**config.mk**
```make
export PLATFORM = sky130hd
export DESIGN_NAME = image_read_ctrl_flat
export DESIGN_NICKNAME = d
export VERILOG_FILES = /design/src/logic/image_read_pkg.sv /design/src/logic/image_read_if.sv /design/src/logic/image_read_ctrl.sv /design/src/flat_wrapper.sv
export SDC_FILE = /design/constraint.sdc
export NUM_CORES = 1
export LEC_CHECK = 0
export BUFFER_PORTS_ARGS = -buffer_cell sky130_fd_sc_hd__buf_4
export CELL_PAD_IN_SITES_DETAIL_PLACEMENT = 0
export CELL_PAD_IN_SITES_GLOBAL_PLACEMENT = 2
export CORE_AREA = 3 3 141 143
export DETAILED_ROUTE_END_ITERATION = 8
export DIE_AREA = 0 0 144 146
export PLACE_DENSITY_LB_ADDON = 0.1
export SLEW_MARGIN = 30
export SYNTH_ARGS = -nofsm -noshare
export SYNTH_HDL_FRONTEND = slang
export SYNTH_SLANG_ARGS = --single-unit
```
**constraint.sdc**
```tcl
create_clock -name clk -period 5.75 [get_ports clk]
set_input_delay 0.8625 -clock clk [delete_from_list [all_inputs] [get_ports clk]]
set_output_delay 0.8625 -clock clk [all_outputs]
set_load 0.1 [all_outputs]
```
**src/logic/image_read_pkg.sv**
```systemverilog
// shared definitions of the image read path
// config bus widths, register addresses and the working configuration struct

`default_nettype none

package image_read_pkg;

    // config bus
    localparam int CFG_DWIDTH = 32;
    localparam int CFG_AWIDTH = 5;

    // register map
    localparam logic [CFG_AWIDTH-1:0] CFG_IR_IMG_W  = 5'h04; // width in the lower half
    localparam logic [CFG_AWIDTH-1:0] CFG_IR_IMG_DH = 5'h05; // depth [31:16], height [15:0]
    localparam logic [CFG_AWIDTH-1:0] CFG_IR_PAD    = 5'h06; // left, right, top, bottom bytes
    localparam logic [CFG_AWIDTH-1:0] CFG_IR_CONV   = 5'h07; // maxp side, conv side, step

    // configuration of one pass, staged by config writes and latched on next
    typedef struct packed {
        logic [15:0] img_w;     // image width in pixels
        logic [15:0] img_h;     // image height
        logic [15:0] img_d;     // depth in words per pixel position
        logic [7:0]  pad_l;     // padding columns on the left
        logic [7:0]  pad_r;     // padding columns on the right
        logic [7:0]  pad_t;     // padding rows on top
        logic [7:0]  pad_b;     // padding rows at the bottom
        logic [7:0]  maxp_side; // maxpool side, stored only
        logic [7:0]  conv_side; // kernel side, e.g. 3 for 3x3
        logic [15:0] conv_step; // distance between windows
    } win_cfg_t;

endpackage

`default_nettype wire

```
**src/logic/image_read_if.sv**
```systemverilog
// internal interfaces of the image read path
// win_ctrl_if carries the pass configuration, rd_req_if the read requests

`timescale 1ns/1ps
`default_nettype none

interface win_ctrl_if;
    image_read_pkg::win_cfg_t cfg;  // working copy, stable during a pass
    logic                     start; // one-cycle pulse, begins a pass
    logic                     done;  // one-cycle pulse after the final request

    modport ctrl (output cfg, output start, input done);
    modport gen (input cfg, input start, output done);
endinterface


`default_nettype wire

```
**src/logic/image_read_ctrl.sv**
```systemverilog
// config register decode, working copy on next and the idle/busy sequence

`timescale 1ns/1ps
`default_nettype none

module image_read_ctrl (
    input  wire                                     clk,
    input  wire                                     rst_n,
    input  wire [image_read_pkg::CFG_DWIDTH-1:0]    cfg_data,
    input  wire [image_read_pkg::CFG_AWIDTH-1:0]    cfg_addr,
    input  wire                                     cfg_valid,
    input  wire                                     next,
    output logic                                    busy,
    win_ctrl_if.ctrl                                win,
    input  wire                                     drained
);

    typedef enum logic {
        ST_IDLE,
        ST_BUSY
    } state_t;

    state_t                   state;
    image_read_pkg::win_cfg_t staged;    // written by the config bus at any time
    logic                     done_seen; // generator finished, words may still drain
    logic                     accept;

    assign accept = next & (state == ST_IDLE); // next ignored during a pass
    assign busy   = (state == ST_BUSY);

    // staged registers, same field layout as the register map
    always_ff @(posedge clk) begin
        if (cfg_valid) begin
            case (cfg_addr)
                image_read_pkg::CFG_IR_IMG_W: begin
                    staged.img_w <= cfg_data[15:0]; // upper half ignored
                end
                image_read_pkg::CFG_IR_IMG_DH: begin
                    staged.img_d <= cfg_data[31:16];
                    staged.img_h <= cfg_data[15:0];
                end
                image_read_pkg::CFG_IR_PAD: begin
                    staged.pad_l <= cfg_data[31:24];
                    staged.pad_r <= cfg_data[23:16];
                    staged.pad_t <= cfg_data[15:8];
                    staged.pad_b <= cfg_data[7:0];
                end
                image_read_pkg::CFG_IR_CONV: begin
                    staged.maxp_side <= cfg_data[31:24];
                    staged.conv_side <= cfg_data[23:16];
                    staged.conv_step <= cfg_data[15:0];
                end
                default: ;
            endcase
        end
    end

    // working copy only changes on an accepted next
    always_ff @(posedge clk) begin
        if (accept) begin
            win.cfg <= staged;
        end
    end

    always_ff @(posedge clk or negedge rst_n) begin
        if (!rst_n) begin
            state     <= ST_IDLE;
            win.start <= 1'b0;
            done_seen <= 1'b0;
        end else begin
            win.start <= accept; // start and busy rise together
            case (state)
                ST_IDLE: begin
                    done_seen <= 1'b0;
                    if (accept) state <= ST_BUSY;
                end
                ST_BUSY: begin
                    if (win.done) done_seen <= 1'b1;
                    // pass ends once every word has left the aligner
                    if ((done_seen | win.done) & drained) state <= ST_IDLE;
                end
                default: state <= ST_IDLE;
            endcase
        end
    end

endmodule

`default_nettype wire

```
**src/flat_wrapper.sv**
```systemverilog
// flat-port wrapper written by rule: the top's interface ports become plain ports
module image_read_ctrl_flat 
  (clk, rst_n, cfg_data, cfg_addr, cfg_valid, next, busy, drained, win_cfg, win_start, win_done);
  win_ctrl_if win_i ();
  input  wire clk;
  input  wire rst_n;
  input  wire [image_read_pkg::CFG_DWIDTH-1:0] cfg_data;
  input  wire [image_read_pkg::CFG_AWIDTH-1:0] cfg_addr;
  input  wire cfg_valid;
  input  wire next;
  output logic busy;
  input  wire drained;
  output wire logic [$bits(win_i.cfg)-1:0] win_cfg;
  output wire logic [$bits(win_i.start)-1:0] win_start;
  input wire logic [$bits(win_i.done)-1:0] win_done;
  assign win_cfg = win_i.cfg;
  assign win_start = win_i.start;
  assign win_i.done = win_done;
  image_read_ctrl u_core (.clk(clk), .rst_n(rst_n), .cfg_data(cfg_data), .cfg_addr(cfg_addr), .cfg_valid(cfg_valid), .next(next), .busy(busy), .win(win_i), .drained(drained));
endmodule
```
* After elaboration in Yosys (flattened, before gate mapping)
Cells that the tools add are included.
Storage, ports and cells: bits of input ports 43, register bits 227, output and inout bits 114
Cells by class: eq/ne operators 5, muxes and demuxes 5, reduce and logical (&&, ||, !) cells 4, bitwise logic cells 4
Operators by type and width (count):
- $eq A5 B3 Y1 const B | 4
- $reduce_and A2 Y1 | 4
- $pmux W1 S2 | 2
- $mux W1 | 3
- $and A1 B1 Y1 | 2
- $ne A2 B2 Y1 const B | 1
- $not A1 Y1 | 1
- $or A1 B1 Y1 | 1

* Longest topological paths before layout
depth after elaboration 4, gate-level depth with buffers 2, gate-level depth less buffers 2

* Worst setup path after synthesis
Ideal clock, no wire load.
kind register to register, start reg u_core.state, in the netlist u_core.busy, end reg u_core.win.start, setup time 0.642 ns, path slack -0.748 ns, required time 5.108 ns, period minus slack after synthesis 6.498 ns, arrival 5.856 ns, stages on the path, launching flop included 2, path buffers 0, cell sequence dfrtp_1 > nor2b_1
On the way: cells in the longest elaborated chain, start to end 2
RTL lines:
- start, declared | RTL line image_read_ctrl.sv:23 | state_t state;
- start signal, assigned | RTL line image_read_ctrl.sv:67 | state <= ST_IDLE;
- start signal, assigned | RTL line image_read_ctrl.sv:75 | if (accept) state <= ST_BUSY;
- start signal, assigned | RTL line image_read_ctrl.sv:80 | if ((done_seen | win.done) & drained) state <= ST_IDLE;
- $not A1 Y1 | RTL line image_read_ctrl.sv:28 | assign accept = next & (state == ST_IDLE);
- $and A1 B1 Y1 | RTL line image_read_ctrl.sv:28
- named net u_core.accept | RTL line image_read_ctrl.sv:26 | logic accept;
- end signal, assigned | RTL line image_read_ctrl.sv:71 | win.start <= accept;
- end, declared | RTL line image_read_if.sv:12 | modport ctrl (output cfg, output start, input done);
The timed path passes the listed nets, and every way through them passes these cells. A chain may end at the register's enable or synchronous reset.

* Worst setup path after layout
start reg u_core.state, in the netlist u_core.busy, end out busy
RTL lines:
- end, declared | RTL line flat_wrapper.sv:11 | output logic busy;
No word-level cell between the ends.

==> results.md <==
- Status: finished, final reports clean
- Die ar.: 0.0210 mm2
- Post-CTS Hold Buffers: 0
- DR vias: 2901
- Syn Area/Cell: 29.1 um2
- Cell area after layout: 0.00912 mm2
- Clk_lat worst skew: 0.49 ns
- Unique masters post-synth: 10
- Finished Core Util: 48.8%
- CP Data Required Time: 4.89 ns
- First-pass GRT wire length: 17700 um
- Most frequent cells after synthesis: edfxtp_1 (224), dfrtp_1 (3), nor3b_2 (2), o21a_1 (2)
- Critical-path top delay cell: dfrtp_1
- TNS Setup: 0 ns
- Clock Skew: 0.00663 ns
- Seq/Total Area, Yosys: 98.6%
- ANT nets after route: 0
- Leakage: 3.23 nW
- Vias per std cell: 4.30
- CP Cell Sequence: buf_4
- Setup Fix Bufs, Post-CTS: 0
- DRC violations left: 0
- VDD IR max: 196 uV
- Die extent in y: 146 um
- Max stage delay on crit path: 0.44 ns
- Routability cong.: 0.717
- Root Buffer: clkbuf_16
- Flops & latches, synth: 227
- Diode count: 0
- Synth Area in Simple Gates: 1.03%
- Reg-to-Reg End: u_core.win.cfg[33]$_DFFE_PP_
- Peak Freq: 471 MHz
- Congestion Overflow GR: 0
- Slew Limit Headroom: 53.4%
- Largest family of logic cells by synthesized area: simple AND/OR/NAND/NOR gates
- Setup Viol. Count Final: 0
- CP endpoint: busy
- Gr usage total: 11.2%
- Clock transition at path regs: 0.06 ns
- Final WL: 12100 um
- Area Overhead vs Synth: 32.3%
- Min-delay worst type: input port to async pin
- Leading area contributor after synthesis: edfxtp_1
- CTS tree: built
- Critical Path End Type: output port
- Compound-cell area share of the yosys netlist: 0.327%
- Placed inst area: 0.00846 mm2
- Clock Path Buffers: 3
- Initial antenna violation count: 0
- Initial Util: 36.9%
- Type of the worst setup path: flip-flop to output port
- Critical Path AT: 1.26 ns
- Largest net degree at the start of global routing: 75
- First-pass iteration count of the detailed router: 4
- Most common cell in the netlist: edfxtp_1
- Critical path's top delay family: flip-flops
- Slew Limit Fails: 0
- Largest cells by area after synthesis: edfxtp_1 (98%), dfrtp_1 (1.1%), nand4bb_4 (0.40%)
- Asr flop ratio synth: 1.32%
- Worst r2r src: u_core.busy$_DFF_PN0_
- Max_cap viols: 0
- Synthesized instance count: 237
- Area of the multi-input gates: 126 um2
- Mux share of post-synthesis cell area: 0%
- CP max FO: 5
- Synth Net Count: 280
- Synth top area share: 97.6%
- WP buf/inv: 1
- Yosys Warn Count: 0
- Final Non-Filler Cells: 674
- Share of layout cells above drive strength 1: 44.8%
- DP Wirelength: 7750 um
- Placed Instances: 633
- Reg2reg setup slack: 4.21 ns
- I/O Buffers: 156
- Adder-cell area share of the yosys netlist: 0%
- CTS H-tree depth: 1
- Mapped Area: 0.00690 mm2
- RSZ-0062 raised after global routing: false
- Startpoint types: flip-flop
- Power density over the cells: 420 mW/mm2
- Num CTS Buffers: 23
- Vias in the first global route: 3012
- Period utilisation layout: 36.9%
- Filler cell count: 1532
- Final Net Count: 467
- Routed wire length per instance: 18.0 um
- Num Clock Sinks: 227
- Endpoints failing hold: 0
- Post-synth top flop: edfxtp_1
- CP Depth: 1
- Worst-case reg-to-reg path depth: 2
- Worst-Margin Slew: 0.699 ns
- Storage cell area: 0.00680 mm2
- Core area: 0.0187 mm2
- XOR/XNOR share of the synthesized area: 0%
- Post-synth EDFFs: 224
- Std-Cell Rows: 50
- Post_cts resized: 0
- CP startpoint: u_core.busy$_DFF_PN0_
- Initial DRC Count: 121
- Final min period: 2.12 ns
- Ports: 157
- Die width: 144 um
## report_power, final
part,total (mW),switching (mW),internal [mW]
Sequential,1.93,0.0268,1.90
Clock,1.30,0.566,0.736
Combinational,0.599,0.502,0.0974
## through the flow
stage          setup slack (ns)  hold WS (ns)  power [mW]
2_1_floorplan              1.45         0.400        2.43
3_3_place_gp               3.10         0.400        2.57
3_5_place_dp               3.20         0.405        2.57
4_1_cts                    3.60         0.127        3.88
5_1_grt                    3.59         0.133        3.97
6_report                   3.63         0.150        3.83
## metal layers
| metal | global-route usage, % | vias up | part of all wire [%] |
|---|---|---|---|
| met3 | 4.44 | 17 | 10 |
| li1 | - | 1340 | - |
| met5 | 0 | - | 0 |
| met4 | 3.25 | 0 | 1.9 |
| met1 | 14.8 | 1422 | 41 |
| met2 | 17.1 | 122 | 47 |
## registers in the layout (all words and copies together) (netlist names)
signal / cells
u_core.staged: 112
u_core.win.cfg: 112
u_core.busy: 1
u_core.done_seen: 1
u_core.win.start: 1
## layout make-up
class	instances	share of cell area (%)
Timing Repair Buffer	162	13.6
Sequential cell	227	74.5
Clock buffer	28	6.51
Clock inverter	13	0.754
Tap cell	234	3.21
Multi-Input combinational cell	10	1.39
## logic make-up after synthesis
family | Yosys count
AOI/OAI and AO/OA | 3
and+or+nand+nor | 7
DFF | 227
## cell usage in the layout, fill, tap and decap left out, types with 2 or more instances in the layout
cell	netlist	routed
clkinv_2	0	3
clkbuf_1	0	5
nor3b_4	0	2
buf_4	0	160
edfxtp_1	224	224
o21a_1	2	2
clkinv_1	0	7
dfrtp_1	3	3
clkbuf_16	0	23
## worst min path at each step
stage	startpoint	to	slack [ns]	cells past startpoint
floorplan	u_core.staged[0]$_DFFE_PP_	u_core.win.cfg[0]$_DFFE_PP_	0.40	0
global placement	u_core.staged[94]$_DFFE_PP_	u_core.win.cfg[94]$_DFFE_PP_	0.40	0
detailed placement	u_core.staged[13]$_DFFE_PP_	u_core.win.cfg[13]$_DFFE_PP_	0.40	0
CTS	rst_n	u_core.done_seen$_DFFE_PN0P_	0.13	1
global route	rst_n	u_core.done_seen$_DFFE_PN0P_	0.13	1
finish	rst_n	u_core.win.start$_DFF_PN0_	0.15	1
Power figures use the tool's default switching activity.
