===== config.mk =====
export PLATFORM = sky130hd
export DESIGN_NAME = image_addr_gen_flat
export DESIGN_NICKNAME = d
export VERILOG_FILES = /design/src/logic/image_read_pkg.sv /design/src/logic/image_read_if.sv /design/src/logic/image_addr_gen.sv /design/src/flat_wrapper.sv
export SDC_FILE = /design/constraint.sdc
export NUM_CORES = 1
export LEC_CHECK = 0
export BUFFER_PORTS_ARGS = -buffer_cell sky130_fd_sc_hd__buf_2
export CAP_MARGIN = 10
export CORE_MARGIN = 2
export CORE_UTILIZATION = 40
export CTS_CLUSTER_DIAMETER = 80
export DETAILED_ROUTE_END_ITERATION = 10
export GPL_ROUTABILITY_DRIVEN = 1
export PLACE_DENSITY = 0.6
export SLEW_MARGIN = 20
export SYNTH_ARGS = -nofsm -noshare
export SYNTH_HDL_FRONTEND = slang
export SYNTH_SLANG_ARGS = --single-unit

===== constraint.sdc =====
create_clock -name clk -period 36.7 [get_ports clk]
set_clock_uncertainty 0.2 [all_clocks]
set_input_delay 11.01 -clock clk [delete_from_list [all_inputs] [get_ports clk]]
set_output_delay 11.01 -clock clk [all_outputs]
set_load 0.02 [all_outputs]

===== src/logic/image_read_pkg.sv =====
// shared definitions of the image read path
// config bus widths, register addresses and the working configuration struct

`default_nettype none

package image_read_pkg;

    // config bus
    localparam int CFG_DWIDTH = 32;
    localparam int CFG_AWIDTH = 5;

    // register map
    localparam logic [CFG_AWIDTH-1:0] CFG_IR_IMG_W  = 5'h04; // width in the lower half
    localparam logic [CFG_AWIDTH-1:0] CFG_IR_IMG_DH = 5'h05; // depth [31:16], height [15:0]
    localparam logic [CFG_AWIDTH-1:0] CFG_IR_PAD    = 5'h06; // left, right, top, bottom bytes
    localparam logic [CFG_AWIDTH-1:0] CFG_IR_CONV   = 5'h07; // maxp side, conv side, step

    // configuration of one pass, staged by config writes and latched on next
    typedef struct packed {
        logic [15:0] img_w;     // image width in pixels
        logic [15:0] img_h;     // image height
        logic [15:0] img_d;     // depth in words per pixel position
        logic [7:0]  pad_l;     // padding columns on the left
        logic [7:0]  pad_r;     // padding columns on the right
        logic [7:0]  pad_t;     // padding rows on top
        logic [7:0]  pad_b;     // padding rows at the bottom
        logic [7:0]  maxp_side; // maxpool side, stored only
        logic [7:0]  conv_side; // kernel side, e.g. 3 for 3x3
        logic [15:0] conv_step; // distance between windows
    } win_cfg_t;

endpackage

`default_nettype wire


===== src/logic/image_read_if.sv =====
// internal interfaces of the image read path
// win_ctrl_if carries the pass configuration, rd_req_if the read requests

`timescale 1ns/1ps
`default_nettype none

interface win_ctrl_if;
    image_read_pkg::win_cfg_t cfg;  // working copy, stable during a pass
    logic                     start; // one-cycle pulse, begins a pass
    logic                     done;  // one-cycle pulse after the final request

    modport ctrl (output cfg, output start, input done);
    modport gen (input cfg, input start, output done);
endinterface

interface rd_req_if #(
    parameter int MEM_AWIDTH = 10
);
    logic                  val;    // request moves on every cycle it is high
    logic [MEM_AWIDTH-1:0] addr;   // word address in image memory
    logic                  pad;    // padding position, no read, zero word
    logic                  last;   // final word of a window
    logic                  credit; // aligner has room for all words in flight

    modport src (output val, output addr, output pad, output last, input credit);
    modport mem (input val, input addr, input pad);
    modport sink (input val, input pad, input last, output credit);
endinterface

`default_nettype wire


===== src/logic/image_addr_gen.sv =====
// window walk over the padded image
// issues one read or pad request per cycle while the aligner gives credit

`timescale 1ns/1ps
`default_nettype none

module image_addr_gen #(
    parameter int MEM_AWIDTH = 10
) (
    input  wire     clk,
    input  wire     rst_n,
    win_ctrl_if.gen win,
    rd_req_if.src   req
);

    logic        running;
    logic [15:0] oy;        // output row origin in padded space
    logic [15:0] ox;        // output column origin
    logic [15:0] ky;        // kernel row
    logic [15:0] kx;        // kernel column
    logic [15:0] di;        // depth index
    logic [16:0] pw;        // padded width
    logic [16:0] ph;        // padded height
    logic [16:0] py;
    logic [16:0] px;
    logic [16:0] iy;        // image row once the top pad is removed
    logic [16:0] ix;
    logic [31:0] pix;       // pixel index inside the image
    logic [47:0] lin;       // word index before truncation
    logic        pad_y;
    logic        pad_x;
    logic        last_d;
    logic        last_kx;
    logic        last_ky;
    logic        last_ox;
    logic        last_oy;
    logic        final_word;

    assign pw = 17'(win.cfg.img_w) + 17'(win.cfg.pad_l) + 17'(win.cfg.pad_r);
    assign ph = 17'(win.cfg.img_h) + 17'(win.cfg.pad_t) + 17'(win.cfg.pad_b);

    assign py = 17'(oy) + 17'(ky);
    assign px = 17'(ox) + 17'(kx);
    assign iy = py - 17'(win.cfg.pad_t);
    assign ix = px - 17'(win.cfg.pad_l);

    assign pad_y = (py < 17'(win.cfg.pad_t)) |
                   (py >= 17'(win.cfg.pad_t) + 17'(win.cfg.img_h));
    assign pad_x = (px < 17'(win.cfg.pad_l)) |
                   (px >= 17'(win.cfg.pad_l) + 17'(win.cfg.img_w));

    // (row * width + col) * depth + depth index
    assign pix = 32'(iy[15:0]) * 32'(win.cfg.img_w) + 32'(ix[15:0]);
    assign lin = 48'(pix) * 48'(win.cfg.img_d) + 48'(di);

    assign last_d  = (di == win.cfg.img_d - 16'd1);
    assign last_kx = (kx == 16'(win.cfg.conv_side) - 16'd1);
    assign last_ky = (ky == 16'(win.cfg.conv_side) - 16'd1);
    // next window would no longer fit inside the padded extent
    assign last_ox = (18'(ox) + 18'(win.cfg.conv_step) + 18'(win.cfg.conv_side)) > 18'(pw);
    assign last_oy = (18'(oy) + 18'(win.cfg.conv_step) + 18'(win.cfg.conv_side)) > 18'(ph);
    assign final_word = last_d & last_kx & last_ky & last_ox & last_oy;

    assign req.val  = running & req.credit; // counters hold without credit
    assign req.addr = lin[MEM_AWIDTH-1:0];
    assign req.pad  = pad_y | pad_x;
    assign req.last = last_d & last_kx & last_ky;

    always_ff @(posedge clk or negedge rst_n) begin
        if (!rst_n) begin
            running  <= 1'b0;
            win.done <= 1'b0;
            oy       <= '0;
            ox       <= '0;
            ky       <= '0;
            kx       <= '0;
            di       <= '0;
        end else begin
            win.done <= req.val & final_word;
            if (win.start) begin
                running <= 1'b1;
                oy      <= '0;
                ox      <= '0;
                ky      <= '0;
                kx      <= '0;
                di      <= '0;
            end else if (req.val) begin
                if (final_word) running <= 1'b0;
                // depth, then kernel column, kernel row, output column, output row
                if (!last_d) begin
                    di <= di + 16'd1;
                end else begin
                    di <= '0;
                    if (!last_kx) begin
                        kx <= kx + 16'd1;
                    end else begin
                        kx <= '0;
                        if (!last_ky) begin
                            ky <= ky + 16'd1;
                        end else begin
                            ky <= '0;
                            if (!last_ox) begin
                                ox <= ox + win.cfg.conv_step;
                            end else begin
                                ox <= '0;
                                oy <= oy + win.cfg.conv_step;
                            end
                        end
                    end
                end
            end
        end
    end

endmodule

`default_nettype wire


===== src/flat_wrapper.sv =====
// flat-port wrapper written by rule: the top's interface ports become plain ports
module image_addr_gen_flat 
#(
    parameter int MEM_AWIDTH = 10
)
  (clk, rst_n, win_cfg, win_start, win_done, req_val, req_addr, req_pad, req_last, req_credit);
  win_ctrl_if win_i ();
  rd_req_if #(.MEM_AWIDTH(MEM_AWIDTH)) req_i ();
  input  wire clk;
  input  wire rst_n;
  input wire logic [$bits(win_i.cfg)-1:0] win_cfg;
  input wire logic [$bits(win_i.start)-1:0] win_start;
  output wire logic [$bits(win_i.done)-1:0] win_done;
  output wire logic [$bits(req_i.val)-1:0] req_val;
  output wire logic [$bits(req_i.addr)-1:0] req_addr;
  output wire logic [$bits(req_i.pad)-1:0] req_pad;
  output wire logic [$bits(req_i.last)-1:0] req_last;
  input wire logic [$bits(req_i.credit)-1:0] req_credit;
  assign win_i.cfg = win_cfg;
  assign win_i.start = win_start;
  assign win_done = win_i.done;
  assign req_val = req_i.val;
  assign req_addr = req_i.addr;
  assign req_pad = req_i.pad;
  assign req_last = req_i.last;
  assign req_i.credit = req_credit;
  image_addr_gen #(.MEM_AWIDTH(MEM_AWIDTH)) u_core (.clk(clk), .rst_n(rst_n), .win(win_i), .req(req_i));
endmodule

# ---- Word level (Yosys, flattened, before mapping)
# Index checks and enable logic that the tools add are counted.
# W data, S select, Z words.
dict set report word_totals {
  reg_bits 82
  in_bits 116
  output_inout_bits 14
  word_cells 86
}
dict set report classes {
  addsub 21
  multipliers 2
  n_lt_le_gt_ge 6
  eq_ne 3
  mux 27
  bitwise_logic 9
  n_reduce_logical 11
}
# operator n
set ops {}
lappend ops {{$mux W16} 24}
lappend ops {{$add A16 B16 Y17} 4}
lappend ops {{$add A16 B1 Y16 const B} 3}
lappend ops {{$eq A16 B16 Y1} 3}
lappend ops {{$add A18 B8 Y18} 2}
lappend ops {{$gt A18 B17 Y1} 2}
lappend ops {{$add A17 B8 Y17} 2}
lappend ops {{$ge A17 B17 Y1} 2}
lappend ops {{$lt A17 B8 Y1} 2}
lappend ops {{$add A16 B16 Y16} 2}
lappend ops {{$add A32 B16 Y32} 1}
lappend ops {{$mul A16 B16 Y32} 1}
lappend ops {{$mul A32 B16 Y10} 1}
lappend ops {{$sub A16 B8 Y16} 2}
lappend ops {{$add A16 B8 Y17} 1}
lappend ops {{$add A8 B16 Y17} 1}
lappend ops {{$sub A16 B1 Y16 const B} 1}
lappend ops {{$reduce_bool A2 Y1} 6}
lappend ops {{$add A10 B10 Y10} 1}
lappend ops {{$sub A8 B1 Y9 const B} 1}
lappend ops {{$and A1 B1 Y1} 6}
lappend ops {{$reduce_and A5 Y1} 1}
lappend ops {{$reduce_and A2 Y1} 2}
lappend ops {{$reduce_and A4 Y1} 1}
lappend ops {{other kinds (3)} 7}

# ---- Logic depth before layout (Yosys ltp)
# Gate-level depths: netlist of run 1.
dict set report depth {
  ltp_word 9
  ltp_mapped 41
  mapped_depth_nobuf 41
}

# ---- Worst setup path before layout of run 1
# Ideal clock, no wire load.
dict set report synth_path {
  path_kind {input-to-output}
  start {input win_cfg[42]}
  end {output req_addr[9]}
  arrival_ns 19.389
  required_time_ns 25.490
  setup_slack_ns 6.101
  cell_stages 36
  n_path_buf 0
  path_cell_list {inv_1 -> ha_1 -> or2_2 -> o311a_1 -> o21ai_1 -> a21oi_1 -> nor2b_1 -> and2_1 -> fa_1 -> fa_1 -> ha_1 -> inv_1 -> fa_1 -> inv_1 -> ha_1 -> fa_1 -> ha_1 -> xnor2_1 -> nand2_1 -> fa_1 -> inv_1 -> fa_1 -> inv_1 -> fa_1 -> inv_1 -> fa_1 -> inv_1 -> fa_1 -> xor2_1 -> xnor2_1 -> xnor2_1 -> xnor2_1 -> xnor2_1 -> xnor2_1 -> xnor2_1 -> xnor2_1}
}
dict set report synth_via {
  elab_chain_cells 5
}
# item line_no
set synth_lines {}
lappend synth_lines {{from (decl)} flat_wrapper.sv:11} ;# input wire logic [$bits(win_i.cfg)-1:0] win_cfg;
lappend synth_lines {{$sub A16 B8 Y16} image_addr_gen.sv:44} ;# assign iy = py - 17'(win.cfg.pad_t);
lappend synth_lines {{$mul A16 B16 Y32} image_addr_gen.sv:53} ;# assign pix = 32'(iy[15:0]) * 32'(win.cfg.img_w) + 32'(ix[15:0]);
lappend synth_lines {{$add A32 B16 Y32} image_addr_gen.sv:53}
lappend synth_lines {{$mul A32 B16 Y10} image_addr_gen.sv:54} ;# assign lin = 48'(pix) * 48'(win.cfg.img_d) + 48'(di);
lappend synth_lines {{$add A10 B10 Y10} image_addr_gen.sv:54}
lappend synth_lines {{to (decl)} flat_wrapper.sv:15} ;# output wire logic [$bits(req_i.addr)-1:0] req_addr;
# No other way between the ends.

# ---- Worst setup path in the final report of run 1
# Same ends and word-level chain as after synthesis.

==> impl_metrics.csv, run 1 <==
group,metric,value,unit
status,status,"complete, no violations",
drt,viasPerCell,5.46,
floorplan,chipHeight,202,um
synthesis,synth.avg_cell_area,8.23,um^2
drt,ant_nets,0,
synthesis,syn-num-nets,2362,
finish,utilization,44.3,%
floorplan,chipWidth,202,um
sta,hold_viol_final,0,
drt,wl_met3,1.41,mm
global_route,grt_pass1_vias,13840,
clocking,clk_path_buf_depth,2,
worst_hold_path,hold_class,"reg -> reg",
setup_path,worst_path_most_repeated_cell,"fa_1",
setup_path,critical_path_class,"in -> out",
sta,fin_ws,5.26,ns
synthesis,yosysSeqAreaShare,13.0,%
place,dpl_cell_area,0.0168,mm^2
clocking,cts_tree,"yes",
finish,drive_above_1_share,8.03,%
setup_path,crit_arrival,20.23,ns
sta,grt_setup_unrepaired,"no",
setup_path,cpPeakStageDelay,0.53,ns
sta,max_clock_freq,0.0318,GHz
setup_path,critical_path.top_delay_family,"adder cells",
global_route,grt_pass1_wl,71.7,mm
clocking,htreeDepth,3,
synthesis,yosysWarnings,0,
clocking,cts.sink_count,82,
sta,min_period_over_period,85.7,%
setup_path,cp_slowest_cell,"fa_1",
floorplan,core-area,0.0387,mm^2
synthesis,async_reset_ff_share,100,%
setup_path,cp-start-kind,"primary input",
drt,dr.pass1.iters,5,
run,cap_violations,0,
drt,vias,13848,
sta,worstMarginPinSlew,1.06,ns
floorplan,initial_core_util,40.6,%
clocking,cts_root_buffer,"clkbuf_16",
setup_path,path_max_fanout,4,
setup_path,worst_setup_path_end_kind,"output pin",
finish,stdcell_area,0.0172,mm^2
drt,route.met2.wl,21.8,mm
place,hpwl,38.0,mm
finish,antenna_cells,0,
synthesis,synth_seq_cells,82,
finish,area_growth,9.02,%
clocking,ctsHoldBuffers,0,
synthesis,netlist_area,0.0157,mm^2
clocking,cts-buffers-inserted,9,
global_route,groute.usage.overall,21.9,%
floorplan,dieArea,0.0409,mm^2
sta,setup_viol_count_final,0,
sta,fin_tns_setup,0,ns
synthesis,yosysUniqueCellTypes,78,
place,portBuffers,121,
clocking,worstSkewPairLatency,0.35,ns
global_route,grt_max_degree,64,
clocking,post-cts-setup-buffers,0,
synthesis,netlist_instances,1913,
drt,wl_per_cell,17.6,um
drt,route.top_layer_used,"met4",
sta,finalCriticalPeriod,31.44,ns
sta,slew_viol_final,0,
synthesis,synth_edf_count,0,
drt,first_iter_violations,941,
synthesis,synthFlopType,"dfrtp_1",
drt,routed_wl,44.5,mm
place,pre_cts_slack,5.20,ns
place,place_congestion,0.951,
global_route,antenna_found_initial,0,
floorplan,io_pins,130,
clocking,clk_pin_slew,0.07,ns
setup_path,cp_num_buf_inv,9,
setup_path,crit_required,25.49,ns
clocking,cts_resized,0,
finish,nets,2461,
floorplan,row_count,72,
drt,drc,0,
global_route,grt_remaining_overflow,0,
sta,slew_headroom,29.0,%
drt,m1WireLength,19.9,mm
flip-flops by register name, summed over array words and instances, names as in the netlist:
name and cells:
u_core.di 16, u_core.kx 16, u_core.ky 16, u_core.ox 16, u_core.oy 16, u_core.running 1, u_core.win.done 1
cell type report:
class / count / area (um^2)
Inverter: 197 / 739
Tap cell: 518 / 648
Clock buffer: 10 / 239
Sequential cell: 82 / 2050
Multi-Input combinational cell: 1598 / 12800
Timing Repair Buffer: 124 / 631
Clock inverter: 6 / 71.3
Fill cell: 3970 / 21600
stage by stage:
step | hold slack [ns] | instances
3_3_place_gp | 0.298 | 2519
3_5_place_dp | 0.331 | 2519
6_report | 0.341 | 2535
2_1_floorplan | 0.279 | 1913
4_1_cts | 0.347 | 2535
5_1_grt | 0.367 | 2535
path summary, 6_finish.rpt:
path                            depth (start not counted)  slack (ns)              to      startpoint
worst min-delay path                                    1        0.34  u_core.running  u_core.running
worst max register to register                         23       30.00    u_core.ox[6]    u_core.ox[0]
max in group asynchronous                               2       24.82   u_core.kx[11]           rst_n
worst min register to register                          1        0.34  u_core.running  u_core.running
min in group asynchronous                               1       10.34   u_core.oy[11]           rst_n
worst max-delay path                                   38        5.26     req_addr[9]     win_cfg[42]
worst reg2reg max path: cells and delay by family (launching register included):
family	cells	cell delay, ns
AO/OA/AOI/OAI	8	1.79
XOR/XNOR	1	0.16
flip-flops	1	0.44
buffers and inverters	1	0.07
AND/OR/NAND/NOR	9	2.49
adder cells (fa/ha/maj)	4	1.49
kinds of logic after synthesis:
kind of cell | synth area share [%]
XOR/XNOR | 14.5
AO/OA/AOI/OAI | 17.5
buffers and inverters | 5.77
adder cells (fa/ha/maj) | 29.9
flip-flops | 13.0
multiplexers | 0.254
AND/OR/NAND/NOR | 19.0
synth_stat cells (8+ instances only):
| master | instances | area [um^2] |
|---|---|---|
| and4_1 | 11 | 96.3 |
| dfrtp_1 | 82 | 2050 |
| nor3_1 | 26 | 130 |
| ha_1 | 261 | 3270 |
| nand4_1 | 29 | 181 |
| and3_1 | 22 | 138 |
| clkbuf_1 | 25 | 93.8 |
| a22o_1 | 12 | 105 |
| o211ai_1 | 8 | 60.1 |
| nor4_1 | 20 | 125 |
| a21o_1 | 58 | 435 |
| xnor2_1 | 158 | 1380 |
| o21a_1 | 28 | 210 |
| o31ai_1 | 16 | 120 |
| inv_1 | 197 | 739 |
| nor2_1 | 117 | 439 |
| nand2_1 | 139 | 522 |
| fa_1 | 72 | 1440 |
| nor2b_1 | 37 | 231 |
| o21bai_1 | 21 | 158 |
| nand3_1 | 57 | 285 |
| or3_1 | 13 | 81.3 |
| xor2_1 | 95 | 832 |
| a21oi_1 | 125 | 626 |
| nand2b_1 | 26 | 163 |
| and2_1 | 40 | 250 |
| o21ai_0 | 97 | 485 |
| a211oi_1 | 10 | 75.1 |
per-layer routing:
metal,up-vias,GRT usage [%]
li1,6885,-
met4,0,7.01
met3,55,2.03
met1,6655,27.8
met5,-,0
met2,253,38.9
cell usage in the layout, fill, tap and decap left out, drive strengths merged, types with 82 or more instances in the layout:
cell type  instances
a21oi            127
buf              124
dfrtp             82
ha               261
inv              199
nand2            139
nor2             118
o21ai             99
xnor2            158
xor2              95
Power of run 1 is not shown: default switching activity piles up to over one toggle a cycle in this logic, so the estimate is an artifact.
==> inputs of run 2 (changes only) <==
--- a/config.mk
+++ b/config.mk
@@ -6,7 +6,8 @@
 export NUM_CORES = 1
 export LEC_CHECK = 0
 export BUFFER_PORTS_ARGS = -buffer_cell sky130_fd_sc_hd__buf_2
-export CAP_MARGIN = 10
+export CAP_MARGIN = 15
+export CORE_ASPECT_RATIO = 0.9
 export CORE_MARGIN = 2
 export CORE_UTILIZATION = 40
 export CTS_CLUSTER_DIAMETER = 80
==> run 2 against run 1 <==
Net effect: critical path type unchanged; die area is essentially flat; setup slack gained 0.014 ns; hold slack lost 0.024 ns.
==> impl_metrics.csv, run 2 (synthesized netlist as in run 1, its figures left out) <==
group,metric,value,unit
sta,finalCriticalPeriod,31.43,ns
setup_path,cp_slowest_cell,"fa_1",
status,status,"complete, no violations",
setup_path,crit_arrival,20.22,ns
setup_path,critical_path_class,"in -> out",
finish,antenna_cells,0,
sta,slew_viol_final,0,
floorplan,dieArea,0.0409,mm^2
clocking,cts_tree,"yes",
floorplan,chipHeight,192,um
finish,final_cell_mix,"ha_1, inv_1, xnor2_1, nand2_1, a21oi_1",
place,portBuffers,121,
finish,fill_cells,3862,
run,cap_violations,0,
clocking,clk_pin_slew,0.07,ns
drt,drc,0,
drt,vias,13758,
sta,slew_headroom,31.7,%
sta,min_period_over_period,85.6,%
drt,routed_wl,44.6,mm
finish,nets,2461,
place,hpwl,37.8,mm
global_route,grt_pass1_wl,70.9,mm
setup_path,crit_required,25.49,ns
clocking,htreeDepth,3,
place,place_congestion,0.889,
finish,multi_input_comb_area,0.0128,mm^2
clocking,ctsHoldBuffers,0,
floorplan,io_pins,130,
global_route,grt_max_degree,55,
sta,grt_setup_unrepaired,"no",
floorplan,row_count,68,
setup_path,cp-start-kind,"primary input",
finish,area_growth,9.00,%
worst_hold_path,hold_class,"reg -> reg",
floorplan,core-area,0.0385,mm^2
sta,max_clock_freq,0.0318,GHz
clocking,post-cts-setup-buffers,0,
clocking,worstSkewPairLatency,0.36,ns
setup_path,worst_path_most_repeated_cell,"fa_1",
finish,final_common_cell,"ha_1",
setup_path,path_max_fanout,6,
drt,first_iter_violations,680,
clocking,cts_root_buffer,"clkbuf_16",
global_route,grt.met3_usage,2.24,%
drt,viasPerCell,5.41,
drt,dr.pass1.iters,5,
sta,worstMarginPinSlew,1.02,ns
global_route,antenna_found_initial,0,
clocking,cts_resized,0,
global_route,grt.busiest_layer,"met2",
global_route,grt_use_met2,38.0,%
finish,drive_above_1_share,8.03,%
sta,setup_viol_count_final,0,
clocking,cts.sink_count,82,
clocking,clk_path_buf_depth,2,
floorplan,initial_core_util,40.8,%
clocking,cts-buffers-inserted,9,
drt,ant_nets,0,
setup_path,worst_setup_path_end_kind,"output pin",
global_route,grt_pass1_vias,13554,
finish,seq_area,0.00205,mm^2
global_route,use_met1,29.2,%
global_route,groute.usage.overall,22.0,%
setup_path,cpPeakStageDelay,0.53,ns
sta,hold_viol_final,0,
floorplan,chipWidth,213,um
global_route,grt_remaining_overflow,0,
drt,wl_per_cell,17.5,um
sta,fin_tns_setup,0,ns
-- run 2: final timing paths --
check	startpoint	endpoint	slack, ns	depth (start not counted)
max reg2reg	u_core.ox[0]	u_core.ox[2]	30.02	23
max in group asynchronous	rst_n	u_core.kx[12]	24.83	2
min in group asynchronous	rst_n	u_core.ky[4]	10.38	1
min	u_core.running	u_core.running	0.32	1
min reg2reg	u_core.running	u_core.running	0.32	1
max	win_cfg[40]	req_addr[9]	5.27	37
-- run 2: critical path, delay by kind of cell --
kind / cells / cell delay, ns
adder cells (fa/ha/maj): 14 / 5.72
XOR/XNOR: 10 / 2.15
buffers and inverters: 9 / 0.63
AND/OR/NAND/NOR: 2 / 0.37
AO/OA/AOI/OAI: 2 / 0.31
-- run 2: area by class of cell --
cell class / count / area share, %
Clock buffer: 9 / 1.31
Clock inverter: 7 / 0.423
Inverter: 197 / 4.31
Multi-Input combinational cell: 1598 / 74.5
Sequential cell: 82 / 12.0
Tap cell: 525 / 3.83
Timing Repair Buffer: 124 / 3.68
-- run 2: stage by stage --
step / hold WS, ns / setup slack [ns] / cells / util [%] / area, um^2
5_1_grt: 0.358 / 4.70 / 2542 / 44.5 / 17200
3_3_place_gp: 0.297 / 5.27 / 2526 / 43.7 / 16900
6_report: 0.317 / 5.27 / 2542 / 44.5 / 17200
2_1_floorplan: 0.279 / 6.10 / 1913 / - / 15700
3_5_place_dp: 0.309 / 5.20 / 2526 / 43.7 / 16900
4_1_cts: 0.324 / 5.19 / 2542 / 44.5 / 17200
-- run 2: per-layer routing --
| layer | up-vias | part of all wire (%) |
|---|---|---|
| met1 | 6564 | 47 |
| met2 | 262 | 47 |
| li1 | 6878 | - |
| met3 | 54 | 3.6 |
| met4 | 0 | 2.3 |
| met5 | - | 0 |
Power of run 2 is left out for the same reason.
==> inputs of run 3 (changes only) <==
--- a/config.mk
+++ b/config.mk
@@ -13,6 +13,7 @@
 export CTS_CLUSTER_DIAMETER = 80
 export DETAILED_ROUTE_END_ITERATION = 10
 export GPL_ROUTABILITY_DRIVEN = 1
+export GPL_TIMING_DRIVEN = 0
 export PLACE_DENSITY = 0.6
 export SLEW_MARGIN = 20
 export SYNTH_ARGS = -nofsm -noshare
==> run 3 against run 2 <==
Net effect: clock-buffer cell count did not move; critical path depth did not move; utilization rose by 0.44 points; flip-flop and latch count did not move; non-clock buffer count rose by 31; wire length fell by 0.27%; die area did not move; global-route usage barely moved; largest cell class unchanged.
==> impl_metrics.csv, run 3 (synthesized netlist as in run 1, its figures left out) <==
group,metric,value,unit
drt,first_iter_violations,805,
global_route,grt_pass1_vias,13719,
global_route,grt_pass1_wl,70.9,mm
sta,slew_viol_final,0,
clocking,cts_resized,0,
drt,viasPerCell,5.39,
clocking,ctsHoldBuffers,0,
finish,final_cell_mix,"ha_1, inv_1, xnor2_1, nand2_1, a21oi_1",
setup_path,worst_path_most_repeated_cell,"fa_1",
setup_path,cpPeakStageDelay,0.58,ns
setup_path,path_max_fanout,6,
global_route,grt.met3_usage,1.93,%
sta,slew_headroom,26.4,%
floorplan,io_pins,130,
drt,drc,0,
floorplan,chipHeight,192,um
drt,wl_per_cell,17.3,um
drt,ant_nets,0,
clocking,htreeDepth,3,
floorplan,chipWidth,213,um
sta,max_clock_freq,0.0317,GHz
sta,min_period_over_period,85.9,%
global_route,grt.busiest_layer,"met2",
clocking,clk_path_buf_depth,2,
setup_path,cp-start-kind,"primary input",
finish,antenna_cells,0,
global_route,groute.usage.overall,22.1,%
worst_hold_path,hold_depth,1,
global_route,grt_remaining_overflow,0,
global_route,grt_max_degree,57,
sta,finalCriticalPeriod,31.53,ns
sta,fin_tns_setup,0,ns
setup_path,cp_slowest_cell,"xor2_1",
place,place_congestion,0.898,
clocking,cts.sink_count,82,
floorplan,core-area,0.0385,mm^2
clocking,cts-buffers-inserted,9,
clocking,cts_root_buffer,"clkbuf_16",
run,cap_violations,0,
sta,worstMarginPinSlew,1.09,ns
floorplan,dieArea,0.0409,mm^2
floorplan,initial_core_util,40.8,%
finish,drive_above_1_share,8.20,%
setup_path,crit_arrival,20.32,ns
sta,setup_viol_count_final,0,
drt,vias,13874,
place,hpwl,38.2,mm
sta,hold_viol_final,0,
finish,nets,2492,
global_route,grt_use_met2,37.8,%
global_route,use_met1,29.7,%
finish,final_common_cell,"ha_1",
finish,area_growth,10.1,%
setup_path,worst_setup_path_end_kind,"output pin",
sta,grt_setup_unrepaired,"no",
clocking,post-cts-setup-buffers,0,
drt,dr.pass1.iters,5,
clocking,cts_tree,"yes",
setup_path,crit_required,25.49,ns
drt,routed_wl,44.5,mm
worst_hold_path,hold_class,"reg -> reg",
finish,fill_cells,3835,
status,status,"complete, no violations",
clocking,clk_pin_slew,0.07,ns
setup_path,rr_worst_depth,24,
setup_path,critical_path_class,"in -> out",
place,portBuffers,118,
clocking,worstSkewPairLatency,0.36,ns
global_route,antenna_found_initial,0,
floorplan,row_count,68,
[run 3: worst paths after layout]
check	to	startpoint	slack [ns]
hold reg to reg	u_core.running	u_core.running	0.32
max in group asynchronous	u_core.ox[10]	rst_n	25.29
setup reg to reg	u_core.oy[14]	u_core.ox[0]	30.17
hold / removal	u_core.running	u_core.running	0.32
setup / recovery	req_addr[9]	win_cfg[40]	5.17
min in group asynchronous	u_core.oy[15]	rst_n	10.38
[run 3: per-stage QoR]
step           hold slack, ns  setup WS [ns]  utilization (%)  instances  instance area [um^2]
3_3_place_gp            0.295           5.19             44.1       2556                 17000
3_5_place_dp            0.308           5.13             44.1       2557                 17000
5_1_grt                 0.358           4.64             44.9       2573                 17300
4_1_cts                 0.325           5.11             44.9       2573                 17300
2_1_floorplan           0.279           6.10                -       1913                 15700
6_report                0.320           5.17             44.9       2573                 17300
[run 3: worst max-delay path, delay by kind of cell]
kind / cells / cell delay (ns)
adders and majority gates: 14 / 5.79
and+or+nand+nor: 2 / 0.37
xor gates and xnor gates: 10 / 2.16
AOI/OAI and AO/OA: 2 / 0.32
buffers and inverters: 9 / 0.65
[run 3: area by class of cell]
class,instances,area [um^2],share of cell area [%]
Clock buffer,9,225,1.30
Clock inverter,7,85.1,0.491
Inverter,197,739,4.27
Buffer,36,169,0.975
Tap cell,525,657,3.79
Multi-Input combinational cell,1598,12800,73.7
Sequential cell,82,2050,11.8
Timing Repair Buffer,119,621,3.58
[run 3: routing by layer]
layer  routed length (um)  share of wire, %
met5                    0                 0
met1                21000                47
met2                20900                47
met4                 1100               2.5
met3                 1520               3.4
Power of run 3 is left out for the same reason.
